### config.mk
export PLATFORM = sky130hd
export DESIGN_NAME = rv_station
export DESIGN_NICKNAME = d
export VERILOG_FILES = /design/src/hw/rv_pkg.sv /design/src/hw/rv_station.sv /design/src/hw/rv_select.sv /design/src/hw/rv_entry.sv /design/src/hw/rv_bus_latch.sv /design/src/hw/rv_cmpitag.sv
export SDC_FILE = /design/constraint.sdc
export NUM_CORES = 1
export LEC_CHECK = 0
export BUFFER_PORTS_ARGS = -buffer_cell sky130_fd_sc_hd__buf_2
export CELL_PAD_IN_SITES_DETAIL_PLACEMENT = 1
export CELL_PAD_IN_SITES_GLOBAL_PLACEMENT = 1
export CORE_MARGIN = 2
export CORE_UTILIZATION = 48
export DETAILED_ROUTE_END_ITERATION = 10
export PLACE_DENSITY = 0.83
export SYNTH_ARGS = -nofsm -noshare
export SYNTH_HDL_FRONTEND = slang
export SYNTH_SLANG_ARGS = --single-unit
### constraint.sdc
create_clock -name clk -period 3.9 [get_ports clk]
set_clock_uncertainty 0.15 [all_clocks]
set_input_delay 0.78 -clock clk [delete_from_list [all_inputs] [get_ports clk]]
set_output_delay 0.78 -clock clk [all_outputs]
set_load 0.03 [all_outputs]
### src/hw/rv_pkg.sv
// Reservation station package
// Sizes of the station, the thread count, the completion bus count and the
// instruction tag width shared by every block of the station

`default_nettype none

package rv_pkg;

   // Number of hardware threads in a one-hot or multi-hot thread mask
   localparam int THREADS = 2;

   // Width of an instruction tag
   localparam int ITAG_SIZE = 7;

   // Completion buses compared by every source of every entry
   localparam int Q_ITAG_BUSSES = 3;

   // Station depth and the width of an entry index
   localparam int ENTRIES = 4;
   localparam int ENTRY_IDX = 2;

endpackage

`default_nettype wire
### src/hw/rv_station.sv
// Instruction reservation station
// Latches up to three completion buses, wakes the waiting sources of four
// entries, cancels entries hit by an aborted completion and issues the
// lowest ready entry each cycle. Dispatch fills the lowest free entry.

`timescale 1ns/1ps
`default_nettype none

module rv_station
(
   input  logic                                                clk,
   input  logic                                                rst_n,

   input  logic                                                disp_vld,
   input  logic [0:rv_pkg::THREADS-1]                          disp_thread,
   input  logic [0:rv_pkg::ITAG_SIZE-1]                        disp_itag,
   input  logic                                                disp_s1_vld,
   input  logic [0:rv_pkg::ITAG_SIZE-1]                        disp_s1_itag,
   input  logic                                                disp_s2_vld,
   input  logic [0:rv_pkg::ITAG_SIZE-1]                        disp_s2_itag,

   input  logic [0:(rv_pkg::Q_ITAG_BUSSES*rv_pkg::THREADS)-1]   cmp_vld_ary,
   input  logic [0:(rv_pkg::Q_ITAG_BUSSES*rv_pkg::ITAG_SIZE)-1] cmp_itag_ary,
   input  logic [0:rv_pkg::Q_ITAG_BUSSES-1]                    cmp_abort,

   output logic                                                full,
   output logic                                                issue_vld,
   output logic [0:rv_pkg::ITAG_SIZE-1]                        issue_itag,
   output logic [0:rv_pkg::THREADS-1]                          issue_thread,
   output logic [0:rv_pkg::ENTRIES-1]                          cancel_mask
);

   // Latched completion buses broadcast to every entry
   logic [0:(rv_pkg::Q_ITAG_BUSSES*rv_pkg::THREADS)-1]   lat_vld_ary;
   logic [0:(rv_pkg::Q_ITAG_BUSSES*rv_pkg::ITAG_SIZE)-1] lat_itag_ary;
   logic [0:rv_pkg::Q_ITAG_BUSSES-1]                    lat_abort;

   // Entry state seen by the selector
   logic [0:rv_pkg::ENTRIES-1]                     ent_valid;
   logic [0:rv_pkg::ENTRIES-1]                     ent_rdy;
   logic [0:(rv_pkg::ENTRIES*rv_pkg::ITAG_SIZE)-1] ent_itag;
   logic [0:(rv_pkg::ENTRIES*rv_pkg::THREADS)-1]   ent_thread;

   // One-hot strobes from the selector
   logic [0:rv_pkg::ENTRIES-1] alloc;
   logic [0:rv_pkg::ENTRIES-1] issue_grant;

   genvar e;

   rv_bus_latch i_rv_bus_latch
   (
      .clk         (clk),
      .rst_n       (rst_n),
      .vld_ary_in  (cmp_vld_ary),
      .itag_ary_in (cmp_itag_ary),
      .abort_in    (cmp_abort),
      .vld_ary     (lat_vld_ary),
      .itag_ary    (lat_itag_ary),
      .abort       (lat_abort)
   );

   generate
      for (e = 0; e < rv_pkg::ENTRIES; e = e + 1)
      begin : g_entry
         rv_entry i_rv_entry
         (
            .clk          (clk),
            .rst_n        (rst_n),
            .alloc        (alloc[e]),
            .issue_grant  (issue_grant[e]),
            .disp_thread  (disp_thread),
            .disp_itag    (disp_itag),
            .disp_s1_vld  (disp_s1_vld),
            .disp_s1_itag (disp_s1_itag),
            .disp_s2_vld  (disp_s2_vld),
            .disp_s2_itag (disp_s2_itag),
            .vld_ary      (lat_vld_ary),
            .itag_ary     (lat_itag_ary),
            .abort        (lat_abort),
            .valid        (ent_valid[e]),
            .rdy          (ent_rdy[e]),
            .itag         (ent_itag[e*rv_pkg::ITAG_SIZE +: rv_pkg::ITAG_SIZE]),
            .thread       (ent_thread[e*rv_pkg::THREADS +: rv_pkg::THREADS]),
            .cancel       (cancel_mask[e])
         );
      end
   endgenerate

   rv_select i_rv_select
   (
      .clk          (clk),
      .rst_n        (rst_n),
      .disp_vld     (disp_vld),
      .valid        (ent_valid),
      .rdy          (ent_rdy),
      .itag         (ent_itag),
      .thread       (ent_thread),
      .alloc        (alloc),
      .issue_grant  (issue_grant),
      .full         (full),
      .issue_vld    (issue_vld),
      .issue_itag   (issue_itag),
      .issue_thread (issue_thread)
   );

endmodule

`default_nettype wire

### src/hw/rv_select.sv
// Reservation station selector
// Picks the lowest free entry for dispatch and the lowest valid ready entry
// for issue, and registers the issuing itag and thread onto the outputs

`timescale 1ns/1ps
`default_nettype none

module rv_select
(
   input  logic                                            clk,
   input  logic                                            rst_n,
   input  logic                                            disp_vld,
   input  logic [0:rv_pkg::ENTRIES-1]                      valid,
   input  logic [0:rv_pkg::ENTRIES-1]                      rdy,
   input  logic [0:(rv_pkg::ENTRIES*rv_pkg::ITAG_SIZE)-1]  itag,
   input  logic [0:(rv_pkg::ENTRIES*rv_pkg::THREADS)-1]    thread,
   output logic [0:rv_pkg::ENTRIES-1]                      alloc,
   output logic [0:rv_pkg::ENTRIES-1]                      issue_grant,
   output logic                                            full,
   output logic                                            issue_vld,
   output logic [0:rv_pkg::ITAG_SIZE-1]                    issue_itag,
   output logic [0:rv_pkg::THREADS-1]                      issue_thread
);

   logic                          free_found;
   logic                          issue_any;
   logic [rv_pkg::ENTRY_IDX-1:0]  issue_idx;

   // Two priority scans from entry 0 upward
   always_comb
   begin
      alloc       = '0;
      issue_grant = '0;
      free_found  = 1'b0;
      issue_any   = 1'b0;
      issue_idx   = '0;
      for (int e = 0; e < rv_pkg::ENTRIES; e++)
      begin
         if (!valid[e] && !free_found)
         begin
            alloc[e]   = disp_vld;
            free_found = 1'b1;
         end
         if (valid[e] && rdy[e] && !issue_any)
         begin
            issue_grant[e] = 1'b1;
            issue_any      = 1'b1;
            issue_idx      = e[rv_pkg::ENTRY_IDX-1:0];
         end
      end
   end

   assign full = &valid;

   always_ff @(posedge clk)
   begin
      if (!rst_n)
      begin
         issue_vld <= 1'b0;
      end
      else
      begin
         issue_vld <= issue_any;
      end
   end

   always_ff @(posedge clk)
   begin
      if (issue_any)
      begin
         issue_itag   <= itag[issue_idx*rv_pkg::ITAG_SIZE +: rv_pkg::ITAG_SIZE];
         issue_thread <= thread[issue_idx*rv_pkg::THREADS +: rv_pkg::THREADS];
      end
   end

endmodule

`default_nettype wire

### src/hw/rv_entry.sv
// Reservation station entry
// Holds one dispatched instruction with its thread, its itag and two source
// itags. Each pending source watches the latched completion buses. A normal
// hit marks it ready and an aborted hit cancels the entry. Issue frees it.

`timescale 1ns/1ps
`default_nettype none

module rv_entry
(
   input  logic                                                clk,
   input  logic                                                rst_n,
   input  logic                                                alloc,
   input  logic                                                issue_grant,
   input  logic [0:rv_pkg::THREADS-1]                          disp_thread,
   input  logic [0:rv_pkg::ITAG_SIZE-1]                        disp_itag,
   input  logic                                                disp_s1_vld,
   input  logic [0:rv_pkg::ITAG_SIZE-1]                        disp_s1_itag,
   input  logic                                                disp_s2_vld,
   input  logic [0:rv_pkg::ITAG_SIZE-1]                        disp_s2_itag,
   input  logic [0:(rv_pkg::Q_ITAG_BUSSES*rv_pkg::THREADS)-1]   vld_ary,
   input  logic [0:(rv_pkg::Q_ITAG_BUSSES*rv_pkg::ITAG_SIZE)-1] itag_ary,
   input  logic [0:rv_pkg::Q_ITAG_BUSSES-1]                    abort,
   output logic                                                valid,
   output logic                                                rdy,
   output logic [0:rv_pkg::ITAG_SIZE-1]                        itag,
   output logic [0:rv_pkg::THREADS-1]                          thread,
   output logic                                                cancel
);

   logic                         s1_rdy;
   logic                         s2_rdy;
   logic [0:rv_pkg::ITAG_SIZE-1] s1_itag;
   logic [0:rv_pkg::ITAG_SIZE-1] s2_itag;

   logic s1_clear;
   logic s1_abort;
   logic s2_clear;
   logic s2_abort;

   logic s1_pend;
   logic s2_pend;
   logic abort_hit;

   rv_cmpitag i_cmp_s1
   (
      .vld       (thread),
      .itag      (s1_itag),
      .vld_ary   (vld_ary),
      .itag_ary  (itag_ary),
      .abort     (abort),
      .hit_clear (s1_clear),
      .hit_abort (s1_abort)
   );

   rv_cmpitag i_cmp_s2
   (
      .vld       (thread),
      .itag      (s2_itag),
      .vld_ary   (vld_ary),
      .itag_ary  (itag_ary),
      .abort     (abort),
      .hit_clear (s2_clear),
      .hit_abort (s2_abort)
   );

   // Only a source still waiting in a live entry reacts to the buses
   assign s1_pend = valid & ~s1_rdy;
   assign s2_pend = valid & ~s2_rdy;

   assign abort_hit = (s1_pend & s1_abort) | (s2_pend & s2_abort);

   assign rdy = s1_rdy & s2_rdy;

   always_ff @(posedge clk)
   begin
      if (!rst_n)
      begin
         valid  <= 1'b0;
         s1_rdy <= 1'b0;
         s2_rdy <= 1'b0;
         cancel <= 1'b0;
      end
      else
      begin
         // One-cycle pulse in the cycle the entry drops out
         cancel <= abort_hit;

         if (alloc)
         begin
            valid  <= 1'b1;
            s1_rdy <= ~disp_s1_vld;
            s2_rdy <= ~disp_s2_vld;
         end
         else if (abort_hit || issue_grant)
         begin
            valid <= 1'b0;
         end
         else
         begin
            if (s1_pend && s1_clear)
            begin
               s1_rdy <= 1'b1;
            end
            if (s2_pend && s2_clear)
            begin
               s2_rdy <= 1'b1;
            end
         end
      end
   end

   // The instruction fields are written once at dispatch
   always_ff @(posedge clk)
   begin
      if (alloc)
      begin
         itag    <= disp_itag;
         thread  <= disp_thread;
         s1_itag <= disp_s1_itag;
         s2_itag <= disp_s2_itag;
      end
   end

endmodule

`default_nettype wire

### src/hw/rv_bus_latch.sv
// Completion bus latch
// Registers the completion buses from the top ports so that the broadcast
// to all entries starts from a flop. Valids clear on reset.

`timescale 1ns/1ps
`default_nettype none

module rv_bus_latch
(
   input  logic                                                clk,
   input  logic                                                rst_n,
   input  logic [0:(rv_pkg::Q_ITAG_BUSSES*rv_pkg::THREADS)-1]   vld_ary_in,
   input  logic [0:(rv_pkg::Q_ITAG_BUSSES*rv_pkg::ITAG_SIZE)-1] itag_ary_in,
   input  logic [0:rv_pkg::Q_ITAG_BUSSES-1]                    abort_in,
   output logic [0:(rv_pkg::Q_ITAG_BUSSES*rv_pkg::THREADS)-1]   vld_ary,
   output logic [0:(rv_pkg::Q_ITAG_BUSSES*rv_pkg::ITAG_SIZE)-1] itag_ary,
   output logic [0:rv_pkg::Q_ITAG_BUSSES-1]                    abort
);

   // Latched thread valids of every bus
   always_ff @(posedge clk)
   begin
      if (!rst_n)
      begin
         vld_ary <= '0;
      end
      else
      begin
         vld_ary <= vld_ary_in;
      end
   end

   // Latched itags and abort bits of every bus
   always_ff @(posedge clk)
   begin
      itag_ary <= itag_ary_in;
      abort    <= abort_in;
   end

endmodule

`default_nettype wire

### src/hw/rv_cmpitag.sv
// Reservation station source compare
// Compares one waiting source itag against every completion bus. A bus hits
// when its itag is equal and its thread mask overlaps the source thread.
// Normal hits are ORed into hit_clear and aborted hits into hit_abort.

`timescale 1ns/1ps
`default_nettype none

module rv_cmpitag
(
   input  logic [0:rv_pkg::THREADS-1]                          vld,
   input  logic [0:rv_pkg::ITAG_SIZE-1]                        itag,
   input  logic [0:(rv_pkg::Q_ITAG_BUSSES*rv_pkg::THREADS)-1]   vld_ary,
   input  logic [0:(rv_pkg::Q_ITAG_BUSSES*rv_pkg::ITAG_SIZE)-1] itag_ary,
   input  logic [0:rv_pkg::Q_ITAG_BUSSES-1]                    abort,
   output logic                                                hit_clear,
   output logic                                                hit_abort
);

   // Per-bus thread overlap, itag equality and the combined hit
   logic [0:rv_pkg::Q_ITAG_BUSSES-1] bus_vld;
   logic [0:rv_pkg::Q_ITAG_BUSSES-1] bus_eq;
   logic [0:rv_pkg::Q_ITAG_BUSSES-1] bus_hit;

   // Hits split by the abort bit of their bus
   logic [0:rv_pkg::Q_ITAG_BUSSES-1] clear_hit;
   logic [0:rv_pkg::Q_ITAG_BUSSES-1] abort_hit;

   genvar n;

   generate
      for (n = 0; n < rv_pkg::Q_ITAG_BUSSES; n = n + 1)
      begin : g_bus
         // Bus n sits in slice n of the flat thread-valid and itag vectors
         assign bus_vld[n] = |(vld_ary[n*rv_pkg::THREADS +: rv_pkg::THREADS] & vld);

         assign bus_eq[n] =
            (itag_ary[n*rv_pkg::ITAG_SIZE +: rv_pkg::ITAG_SIZE] == itag);

         assign bus_hit[n] = bus_vld[n] & bus_eq[n];

         assign clear_hit[n] = bus_hit[n] & ~abort[n];
         assign abort_hit[n] = bus_hit[n] & abort[n];
      end
   endgenerate

   // Any bus may report the tag, so the hits reduce with an OR
   assign hit_clear = |clear_hit;
   assign hit_abort = |abort_hit;

endmodule

`default_nettype wire

==> flow_metrics.env, run 1 <==
export IMPL_detail_route_drc_violations=0
export IMPL_syn_area_sq_um=8650
export IMPL_grt_max_degree=29
export IMPL_final_max_slew_viol_count=0
export IMPL_synthTopCellsByArea="edfxtp_1, dfxtp_1, xor2_1"
export IMPL_fin_crit_sh_pct=87.8
export IMPL_reg2reg_slack_ps=480
export IMPL_synthCells=816
export IMPL_cts_buffers_inserted=17
export IMPL_irDropWorstVdd_uv=305
export IMPL_rsz0062_at_grt="no"
export IMPL_status="complete, no violations"
export IMPL_grt_pass1_wl_microns=44300
export IMPL_worstSkewPairLatency_ps=440
export IMPL_holdCritPathClass="primary input to flop"
export IMPL_tightest_slew_ps=1090
export IMPL_worstPathRequired_ps=3920
export IMPL_cp_end_kind="flop"
export IMPL_clk_pin_slew_ps=70
export IMPL_cts_resized=0
export IMPL_place_gp_congestion=0.927
export IMPL_start_util_pct=48.5
export IMPL_routed_via_density=6.39
export IMPL_cts_tree="yes"
export IMPL_synth_avg_cell_area_sq_um=10.6
export IMPL_crit_chain="and3_1 > o211ai_1 > inv_1 > ha_1 > buf_12 > nor2_1 > and2_1 > a221o_1 > a2111oi_0 > nor4_1"
export IMPL_min_to="i_rv_bus_latch.itag_ary[12]"
export IMPL_wl_met2_microns=13900
export IMPL_grt_use_total_pct=30.8
export IMPL_die_area_sq_um=19100
export IMPL_r2r_end="i_rv_select.issue_itag[1]"
export IMPL_htreeDepth=4
export IMPL_grt_pass1_vias=7408
export IMPL_ios=73
export IMPL_cap_viol_max_count=0
export IMPL_antennaDiodeCount=0
export IMPL_grt_antenna_before_repair=0
export IMPL_critical_path_max_stage_delay_ps=480
export IMPL_hp_start="cmp_itag_ary[12]"
export IMPL_wl_met3_microns=2060
export IMPL_vias=7113
export IMPL_placement_io_buffers=72
export IMPL_setup_viol=0
export IMPL_hold_viol=0
export IMPL_synth_cell_type_count=73
export IMPL_critPathLaunchType="flop"
export IMPL_p_total_w=0.00380
export IMPL_ys_ff_latch=148
export IMPL_drt_iter0_drc=612
export IMPL_nFillCells=1969
export IMPL_hold_depth=1
export IMPL_ff2ff_path_depth=10
export IMPL_fin_nets=932
export IMPL_synthArstFlopShare_pct=0
export IMPL_hold_buffers=0
export IMPL_synth_nets=877
export IMPL_synth_top_area_share_pct=35.0
export IMPL_top_layer="met4"
export IMPL_period_needed_ps=3420
export IMPL_grt_overflow=0
export IMPL_fin_ws_ps=477
export IMPL_slew_headroom_pct=27.6
export IMPL_cts_buffer_depth=2
export IMPL_dpl_hpwl_microns=20900
export IMPL_cts_setup_buffers=0
export IMPL_area_growth_syn_to_layout_pct=12.7
export IMPL_path_class="flop to flop"
export IMPL_whs_ps=286
export IMPL_num_rows=49
export IMPL_cp_max_fo=25
export IMPL_yosysTopAreaCell="edfxtp_1"
export IMPL_synth_ff_type="edfxtp_1"
export IMPL_arrival_ps=3440
export IMPL_core_area_sq_um=17800
export IMPL_powerDensity_nw_per_um2=389
export IMPL_root_buffer="clkbuf_16"
export IMPL_p_leak_nw=3.47
export IMPL_synth_edf_count=101
export IMPL_cp_slowest_cell="ha_1"
export IMPL_yosysSeqAreaShare_pct=45.9
export IMPL_drtAntennaViolNets=0
export IMPL_max_freq_mhz=292
export IMPL_wl_met1_microns=12000
export IMPL_clock_sinks=148
export IMPL_layout_drive_gt1_share_pct=16.7
export IMPL_tns_ps=0
export IMPL_routedWlPerCell_microns=26.2
export IMPL_drt_wl_total_microns=29100
export IMPL_ys_warn_count=0
export IMPL_place_ws_ps=508
export IMPL_crit_start="g_entry[3].i_rv_entry.valid"
export IMPL_drt_pass1_iterations=5
export IMPL_die_w_microns=138
export IMPL_r2r_start="g_entry[3].i_rv_entry.valid"
export IMPL_die_y_microns=138
[power by group]
group / internal (W) / leakage, nW / switching [W]
Combinational: 0.000139 / 1.88 / 0.000190
Clock: 0.000887 / 0.272 / 0.000720
Sequential: 0.00174 / 1.32 / 0.000118
Total: 0.00277 / 3.47 / 0.00103
[registers in the layout (all words and copies together), names as in the netlist]
register / cells
g_entry.i_rv_entry.s2_itag: 28
g_entry.i_rv_entry.thread: 8
g_entry.i_rv_entry.s1_rdy: 4
i_rv_select.issue_itag: 7
g_entry.i_rv_entry.s2_rdy: 4
g_entry.i_rv_entry.itag: 28
i_rv_select.issue_thread: 2
g_entry.i_rv_entry.valid: 4
i_rv_bus_latch.vld_ary: 6
i_rv_select.issue_vld: 1
i_rv_bus_latch.abort: 3
g_entry.i_rv_entry.cancel: 4
i_rv_bus_latch.itag_ary: 21
g_entry.i_rv_entry.s1_itag: 28
[cell type report]
type	instances	area (sq um)	area share, %
multi-input cells	600	4360	44.7
flip-flops and latches	148	3970	40.8
repair buffers	89	500	5.13
clock buffers	19	464	4.76
well taps	229	287	2.94
clock inverters	13	109	1.12
inverters	15	61.3	0.629
[cell usage after synthesis, drive strengths merged, types with 8 or more instances]
library cell / number
buf: 34
nor4: 32
nand4: 28
nand3: 21
a211oi: 8
a22oi: 11
nor2b: 8
o21ai: 24
nor2: 41
nand2: 57
edfxtp: 101
xnor2: 64
and2: 9
dfxtp: 47
clkbuf: 19
mux2i: 23
xor2: 104
a22o: 9
o221ai: 8
a221oi: 8
nor3: 17
inv: 15
o211ai: 22
nand2b: 9
[cells by family (layout without fill, tap and decap cells)]
logic type	Yosys count	after routing	share of synthesized area [%]
DFF	148	148	45.9
xor gates and xnor gates	168	168	17.0
buffers and inverters	68	136	3.85
muxes	31	31	4.24
and+or+nand+nor	258	258	16.1
AOI/OAI and AO/OA	140	140	12.4
adders and majority gates	3	3	0.434
[cell usage in the layout, fill, tap and decap left out, drive strengths merged, types with 7 or more instances in the layout]
cell    netlist  layout
xor2        104     104
edfxtp      101     101
buf          34      89
xnor2        64      64
nand2        57      57
dfxtp        47      47
nor2         41      41
nor4         32      32
nand4        28      28
o21ai        24      24
inv          15      24
mux2i        23      23
o211ai       22      22
nand3        21      21
clkbuf       19      19
nor3         17      17
a22oi        11      11
and2          9       9
nand2b        9       9
a22o          9       9
o221ai        8       8
nor2b         8       8
a211oi        8       8
a221oi        8       8
a31oi         7       7
o22ai         7       7
and3          7       7
a21oi         7       7
[worst max path at each step]
stage	endpoint	slack, ps	depth (start not counted)
detailed placement	i_rv_select.issue_itag[1]	510	10
global route	i_rv_select.issue_itag[1]	310	10
finish	i_rv_select.issue_itag[1]	480	10
floorplan	g_entry[3].i_rv_entry.s1_rdy	480	4
CTS	i_rv_select.issue_itag[1]	490	10
global placement	i_rv_select.issue_itag[1]	590	10
[stage by stage]
step	std cells	util, %	instance area (sq um)
final	1113	54.7	9750
after global placement	1081	51.4	9180
after floorplan	816	-	8650
after global routing	1113	54.7	9750
after detailed placement	1081	51.4	9180
after CTS	1113	54.7	9750
[layer usage]
| layer | vias to the layer above | global-route usage, % |
|---|---|---|
| li1 | 3156 | - |
| met1 | 3549 | 38.6 |
| met2 | 327 | 50.7 |
| met3 | 81 | 7.10 |
| met4 | 0 | 14.3 |
| met5 | - | 0 |
[critical path, delay by kind of cell, from the launching register on]
family          cells  cell delay, ps
compound gates      3            1130
simple gates        4             680
fa+ha+maj           1             480
flops               1             360
buf+inv             2             340
Note: power is estimated with default switching activity, not from simulation.
==> run 2: changes to the inputs <==
--- a/config.mk
+++ b/config.mk
@@ -11,6 +11,7 @@
 export CORE_MARGIN = 2
 export CORE_UTILIZATION = 48
 export DETAILED_ROUTE_END_ITERATION = 10
+export MAX_ROUTING_LAYER = met4
 export PLACE_DENSITY = 0.83
 export SYNTH_ARGS = -nofsm -noshare
 export SYNTH_HDL_FRONTEND = slang
==> run 2 against run 1 <==
Effect of this change: sequential cell count did not move; non-clock buffer count did not move; power rose by 4.7%; largest power group unchanged; sequential power barely moved; critical path type unchanged; largest cell class unchanged; maximum frequency fell by 0.85%; worst hold slack got worse by 11 ps; clock power rose by 11%.
==> flow_metrics.env, run 2 (same netlist as run 1, synthesis figures left out) <==
export IMPL_status="complete, no violations"
export IMPL_cp_max_fo=26
export IMPL_start_util_pct=48.5
export IMPL_htreeDepth=4
export IMPL_critPathBufInv=2
export IMPL_max_freq_mhz=290
export IMPL_grt_pass1_vias=7282
export IMPL_power_frac_seq_pct=46.9
export IMPL_rsz0062_at_grt="no"
export IMPL_path_class="flop to flop"
export IMPL_root_buffer="clkbuf_16"
export IMPL_powerDensity_nw_per_um2=405
export IMPL_cp_slowest_cell="ha_1"
export IMPL_area_growth_syn_to_layout_pct=13.4
export IMPL_dpl_hpwl_microns=20900
export IMPL_holdCritPathClass="primary input to flop"
export IMPL_crit_family="compound AO/OA/AOI/OAI gates"
export IMPL_whs_ps=275
export IMPL_fin_crit_sh_pct=88.5
export IMPL_cts_setup_buffers=0
export IMPL_grt_max_degree=29
export IMPL_cp_end_kind="flop"
export IMPL_routedWlPerCell_microns=25.9
export IMPL_combinationalPowerShare_pct=8.1
export IMPL_period_needed_ps=3450
export IMPL_cts_resized=0
export IMPL_core_area_sq_um=17800
export IMPL_arrival_ps=3490
export IMPL_grt_pass1_wl_microns=44500
export IMPL_hold_viol=0
export IMPL_p_sw_share_pct=26.6
export IMPL_drt_wl_total_microns=28900
export IMPL_antennaDiodeCount=0
export IMPL_grt_use_total_pct=31.8
export IMPL_stdcell_area_sq_um=9810
export IMPL_die_y_microns=138
export IMPL_vias=7010
export IMPL_die_area_sq_um=19100
export IMPL_place_area_sq_um=9180
export IMPL_tns_ps=0
export IMPL_die_w_microns=138
export IMPL_hold_buffers=0
export IMPL_worstPathRequired_ps=3940
export IMPL_grt_overflow=0
export IMPL_nFillCells=1941
export IMPL_grt_antenna_before_repair=0
export IMPL_layout_drive_gt1_share_pct=16.7
export IMPL_fin_nets=932
export IMPL_setup_viol=0
export IMPL_clk_pin_slew_ps=80
export IMPL_irDropWorstVdd_uv=407
export IMPL_tightest_slew_ps=1110
export IMPL_cts_tree="yes"
export IMPL_detail_route_drc_violations=0
export IMPL_top_regs="g_entry.i_rv_entry.itag (28), g_entry.i_rv_entry.s1_itag (28), g_entry.i_rv_entry.s2_itag (28)"
export IMPL_final_common_cell="xor2_1"
export IMPL_worstSkewPairLatency_ps=450
export IMPL_critPathLaunchType="flop"
export IMPL_drtAntennaViolNets=0
export IMPL_switching_power_w=0.00106
export IMPL_clock_sinks=148
export IMPL_cts_buffers_inserted=17
export IMPL_p_leak_nw=3.51
export IMPL_cts_buffer_depth=2
export IMPL_slew_headroom_pct=26.1
export IMPL_routed_via_density=6.30
export IMPL_cap_viol_max_count=0
export IMPL_p_int_w=0.00292
export IMPL_crit_chain="and3_1 > o211ai_1 > inv_1 > ha_1 > buf_12 > nor2_1 > and2_1 > a221o_1 > a2111oi_0 > nor4_1"
export IMPL_num_rows=49
export IMPL_pwr_share_clk_pct=45.0
export IMPL_critical_path_max_stage_delay_ps=490
export IMPL_drt_pass1_iterations=5
export IMPL_layout_common_cells="xor2_1, edfxtp_1, buf_2, xnor2_1, nand2_1"
export IMPL_placement_io_buffers=72
export IMPL_drt_iter0_drc=557
export IMPL_ios=73
export IMPL_place_gp_congestion=0.942
export IMPL_final_max_slew_viol_count=0
export IMPL_p_total_w=0.00398
-- run 2: cell count changes in the layout (fill, tap and decap cells not counted), sizes merged --
cell	delta
inv	-1
clkinvlp	-3
bufinv	+3
clkinv	+3
clkbuf	-2
-- run 2: final timing paths --
| kind | from | end | slack, ps | depth (start not counted) |
|---|---|---|---|---|
| max | g_entry[3].i_rv_entry.valid | i_rv_select.issue_itag[1] | 450 | 10 |
| min reg2reg | g_entry[3].i_rv_entry.valid | g_entry[3].i_rv_entry.cancel | 430 | 2 |
| max reg2reg | g_entry[3].i_rv_entry.valid | i_rv_select.issue_itag[1] | 450 | 10 |
| min | cmp_itag_ary[14] | i_rv_bus_latch.itag_ary[14] | 270 | 1 |
-- run 2: power groups by stage --
| stage | combinational, W | sequential [W] | clock (W) |
|---|---|---|---|
| 2_1_floorplan | 0.000239 | 0.00182 | 0 |
| 3_3_place_gp | 0.000300 | 0.00189 | 0 |
| 3_5_place_dp | 0.000313 | 0.00189 | 0 |
| 4_1_cts | 0.000319 | 0.00186 | 0.00182 |
| 5_1_grt | 0.000348 | 0.00187 | 0.00188 |
| 6_report | 0.000322 | 0.00186 | 0.00179 |
-- run 2: cell type report --
type,instances,area [sq um],area share [%]
clock buffers,17,425,4.33
clock inverters,15,211,2.15
inverters,15,61.3,0.625
multi-input cells,600,4360,44.4
flip-flops and latches,148,3970,40.5
well taps,229,287,2.92
repair buffers,89,500,5.10
-- run 2: per-layer routing --
| metal | vias to the layer above | GRT usage [%] | routed length [microns] |
|---|---|---|---|
| met3 | 73 | 8.52 | 2050 |
| li1 | 3154 | - | - |
| met5 | - | - | 0 |
| met2 | 279 | 50.9 | 14000 |
| met4 | 0 | 11.7 | 894 |
| met1 | 3504 | 38.8 | 11900 |
-- run 2: through the flow --
stage          setup WS, ps  std cells  util (%)
2_1_floorplan           481        816         -
3_3_place_gp            569       1081      51.4
3_5_place_dp            452       1081      51.4
4_1_cts                 453       1113      55.0
5_1_grt                 205       1113      55.0
6_report                448       1113      55.0
==> run 3: changes to the inputs <==
--- a/config.mk
+++ b/config.mk
@@ -11,8 +11,10 @@
 export CORE_MARGIN = 2
 export CORE_UTILIZATION = 48
 export DETAILED_ROUTE_END_ITERATION = 10
+export HOLD_SLACK_MARGIN = 0.1
 export MAX_ROUTING_LAYER = met4
 export PLACE_DENSITY = 0.83
+export RECOVER_POWER = 100
 export SYNTH_ARGS = -nofsm -noshare
 export SYNTH_HDL_FRONTEND = slang
 export SYNTH_SLANG_ARGS = --single-unit
==> run 3 against run 2 <==
Effect of this change: the flow now finishes with violations (max-capacitance violations, max-slew violations); sequential share of layout area up 0.33 points; largest power group unchanged; worst setup slack lost 19 ps; core utilization is 0.44 points lower; maximum frequency shrank 0.54%; count of clock-buffer cells in the layout stayed put.
==> flow_metrics.env, run 3 (same netlist as run 1, synthesis figures left out) <==
export IMPL_num_rows=49
export IMPL_detail_route_drc_violations=0
export IMPL_clock_sinks=148
export IMPL_rsz0062_at_grt="no"
export IMPL_nFillCells=1960
export IMPL_grt_pass1_vias=7282
export IMPL_cap_viol_max_count=3
export IMPL_place_gp_congestion=0.942
export IMPL_drt_pass1_iterations=5
export IMPL_placement_io_buffers=72
export IMPL_ios=73
export IMPL_layout_drive_gt1_share_pct=11.4
export IMPL_cp_max_fo=26
export IMPL_violations="max-capacitance violations, max-slew violations"
export IMPL_cts_setup_buffers=0
export IMPL_fin_nets=932
export IMPL_die_w_microns=138
export IMPL_vias=6961
export IMPL_antennaDiodeCount=0
export IMPL_holdCritPathClass="primary input to flop"
export IMPL_layout_common_cells="xor2_1, edfxtp_1, xnor2_1, nand2_1, dfxtp_1"
export IMPL_cts_resized=0
export IMPL_hold_buffers=0
export IMPL_slew_headroom_pct=-21.6
export IMPL_final_max_slew_viol_count=80
export IMPL_core_area_sq_um=17800
export IMPL_crit_chain="and3_1 > o211ai_1 > inv_1 > ha_1 > buf_12 > nor2_1 > and2_1 > a221o_1 > a2111oi_0 > nor4_1"
export IMPL_critical_path_max_stage_delay_ps=510
export IMPL_routed_via_density=6.25
export IMPL_area_growth_syn_to_layout_pct=12.5
export IMPL_grt_overflow=0
export IMPL_p_leak_nw=3.36
export IMPL_start_util_pct=48.5
export IMPL_hold_depth=1
export IMPL_period_needed_ps=3470
export IMPL_ff2ff_path_depth=10
export IMPL_cts_tree="yes"
export IMPL_grt_pass1_wl_microns=44500
export IMPL_dpl_hpwl_microns=20900
export IMPL_htreeDepth=4
export IMPL_top_regs="g_entry.i_rv_entry.itag (28), g_entry.i_rv_entry.s1_itag (28), g_entry.i_rv_entry.s2_itag (28)"
export IMPL_hold_viol=0
export IMPL_critPathBufInv=2
export IMPL_die_y_microns=138
export IMPL_max_freq_mhz=288
export IMPL_path_class="flop to flop"
export IMPL_die_area_sq_um=19100
export IMPL_routedWlPerCell_microns=25.9
export IMPL_cp_slowest_cell="ha_1"
export IMPL_powerDensity_nw_per_um2=408
export IMPL_status="finished, violations left"
export IMPL_drtAntennaViolNets=0
export IMPL_drt_wl_total_microns=28900
export IMPL_cts_buffer_depth=2
export IMPL_crit_family="compound AO/OA/AOI/OAI gates"
export IMPL_cp_num_cells=10
export IMPL_worstSkewPairLatency_ps=450
export IMPL_clk_pin_slew_ps=80
export IMPL_drt_iter0_drc=533
export IMPL_setup_viol=0
export IMPL_place_inst=1081
export IMPL_final_common_cell="xor2_1"
export IMPL_cp_end_kind="flop"
export IMPL_arrival_ps=3520
export IMPL_tightest_slew_ps=1820
export IMPL_worstPathRequired_ps=3940
export IMPL_cts_buffers_inserted=17
export IMPL_grt_antenna_before_repair=0
export IMPL_tns_ps=0
export IMPL_fin_cells=1113
export IMPL_root_buffer="clkbuf_16"
export IMPL_irDropWorstVdd_uv=408
export IMPL_grt_use_total_pct=31.8
export IMPL_fin_crit_sh_pct=89.0
export IMPL_grt_max_degree=29
export IMPL_critPathLaunchType="flop"
-- run 3: cell count changes in the layout (fill, tap and decap cells not counted), sizes merged --
cell    delta
buf       -45
clkbuf    +45
-- run 3: final timing paths --
check                               from                            to  slack [ps]
min reg2reg  g_entry[3].i_rv_entry.valid  g_entry[3].i_rv_entry.cancel         420
max reg2reg  g_entry[3].i_rv_entry.valid     i_rv_select.issue_itag[1]         430
max          g_entry[3].i_rv_entry.valid     i_rv_select.issue_itag[1]         430
min                     cmp_itag_ary[14]   i_rv_bus_latch.itag_ary[14]         270
-- run 3: power breakdown --
part | internal (W) | total (W) | switching [W]
logic | 0.000133 | 0.000316 | 0.000182
registers | 0.00174 | 0.00186 | 0.000120
clock network | 0.00104 | 0.00180 | 0.000758
total | 0.00292 | 0.00398 | 0.00106
-- run 3: area by class of cell --
type                            count  area, sq um  area share (%)
Sequential cell                   148         3970            40.8
Inverter                           15         61.3           0.630
Clock buffer                       17          425            4.37
Tap cell                          229          287            2.94
Multi-Input combinational cell    600         4350            44.6
Timing Repair Buffer               89          432            4.43
Clock inverter                     15          211            2.17
-- run 3: metrics by stage --
stage / power [W] / utilization, % / hold WS, ps / area [sq um] / setup slack, ps
6_report: 0.00398 / 54.6 / 273 / 9740 / 429
3_3_place_gp: 0.00219 / 51.4 / 394 / 9180 / 569
5_1_grt: 0.00410 / 54.6 / 259 / 9740 / 210
2_1_floorplan: 0.00206 / - / 331 / 8650 / 481
3_5_place_dp: 0.00220 / 51.4 / 389 / 9180 / 452
4_1_cts: 0.00400 / 55.0 / 259 / 9810 / 453
-- run 3: worst register-to-register path, stage by stage (launching register included) --
cell	delay, ps
dfxtp_1	360
and3_1	260
o211ai_1	440
inv_1	140
ha_1	510
buf_12	230
nor2_1	110
and2_1	180
a221o_1	290
a2111oi_0	430
nor4_1	110
-- run 3: metal layers --
| layer | wire length (microns) | share of wire [%] | track usage [%] |
|---|---|---|---|
| met2 | 14000 | 48 | 50.9 |
| met4 | 896 | 3.1 | 11.7 |
| met5 | 0 | 0 | - |
| met3 | 2170 | 7.5 | 8.52 |
| met1 | 11800 | 41 | 38.8 |
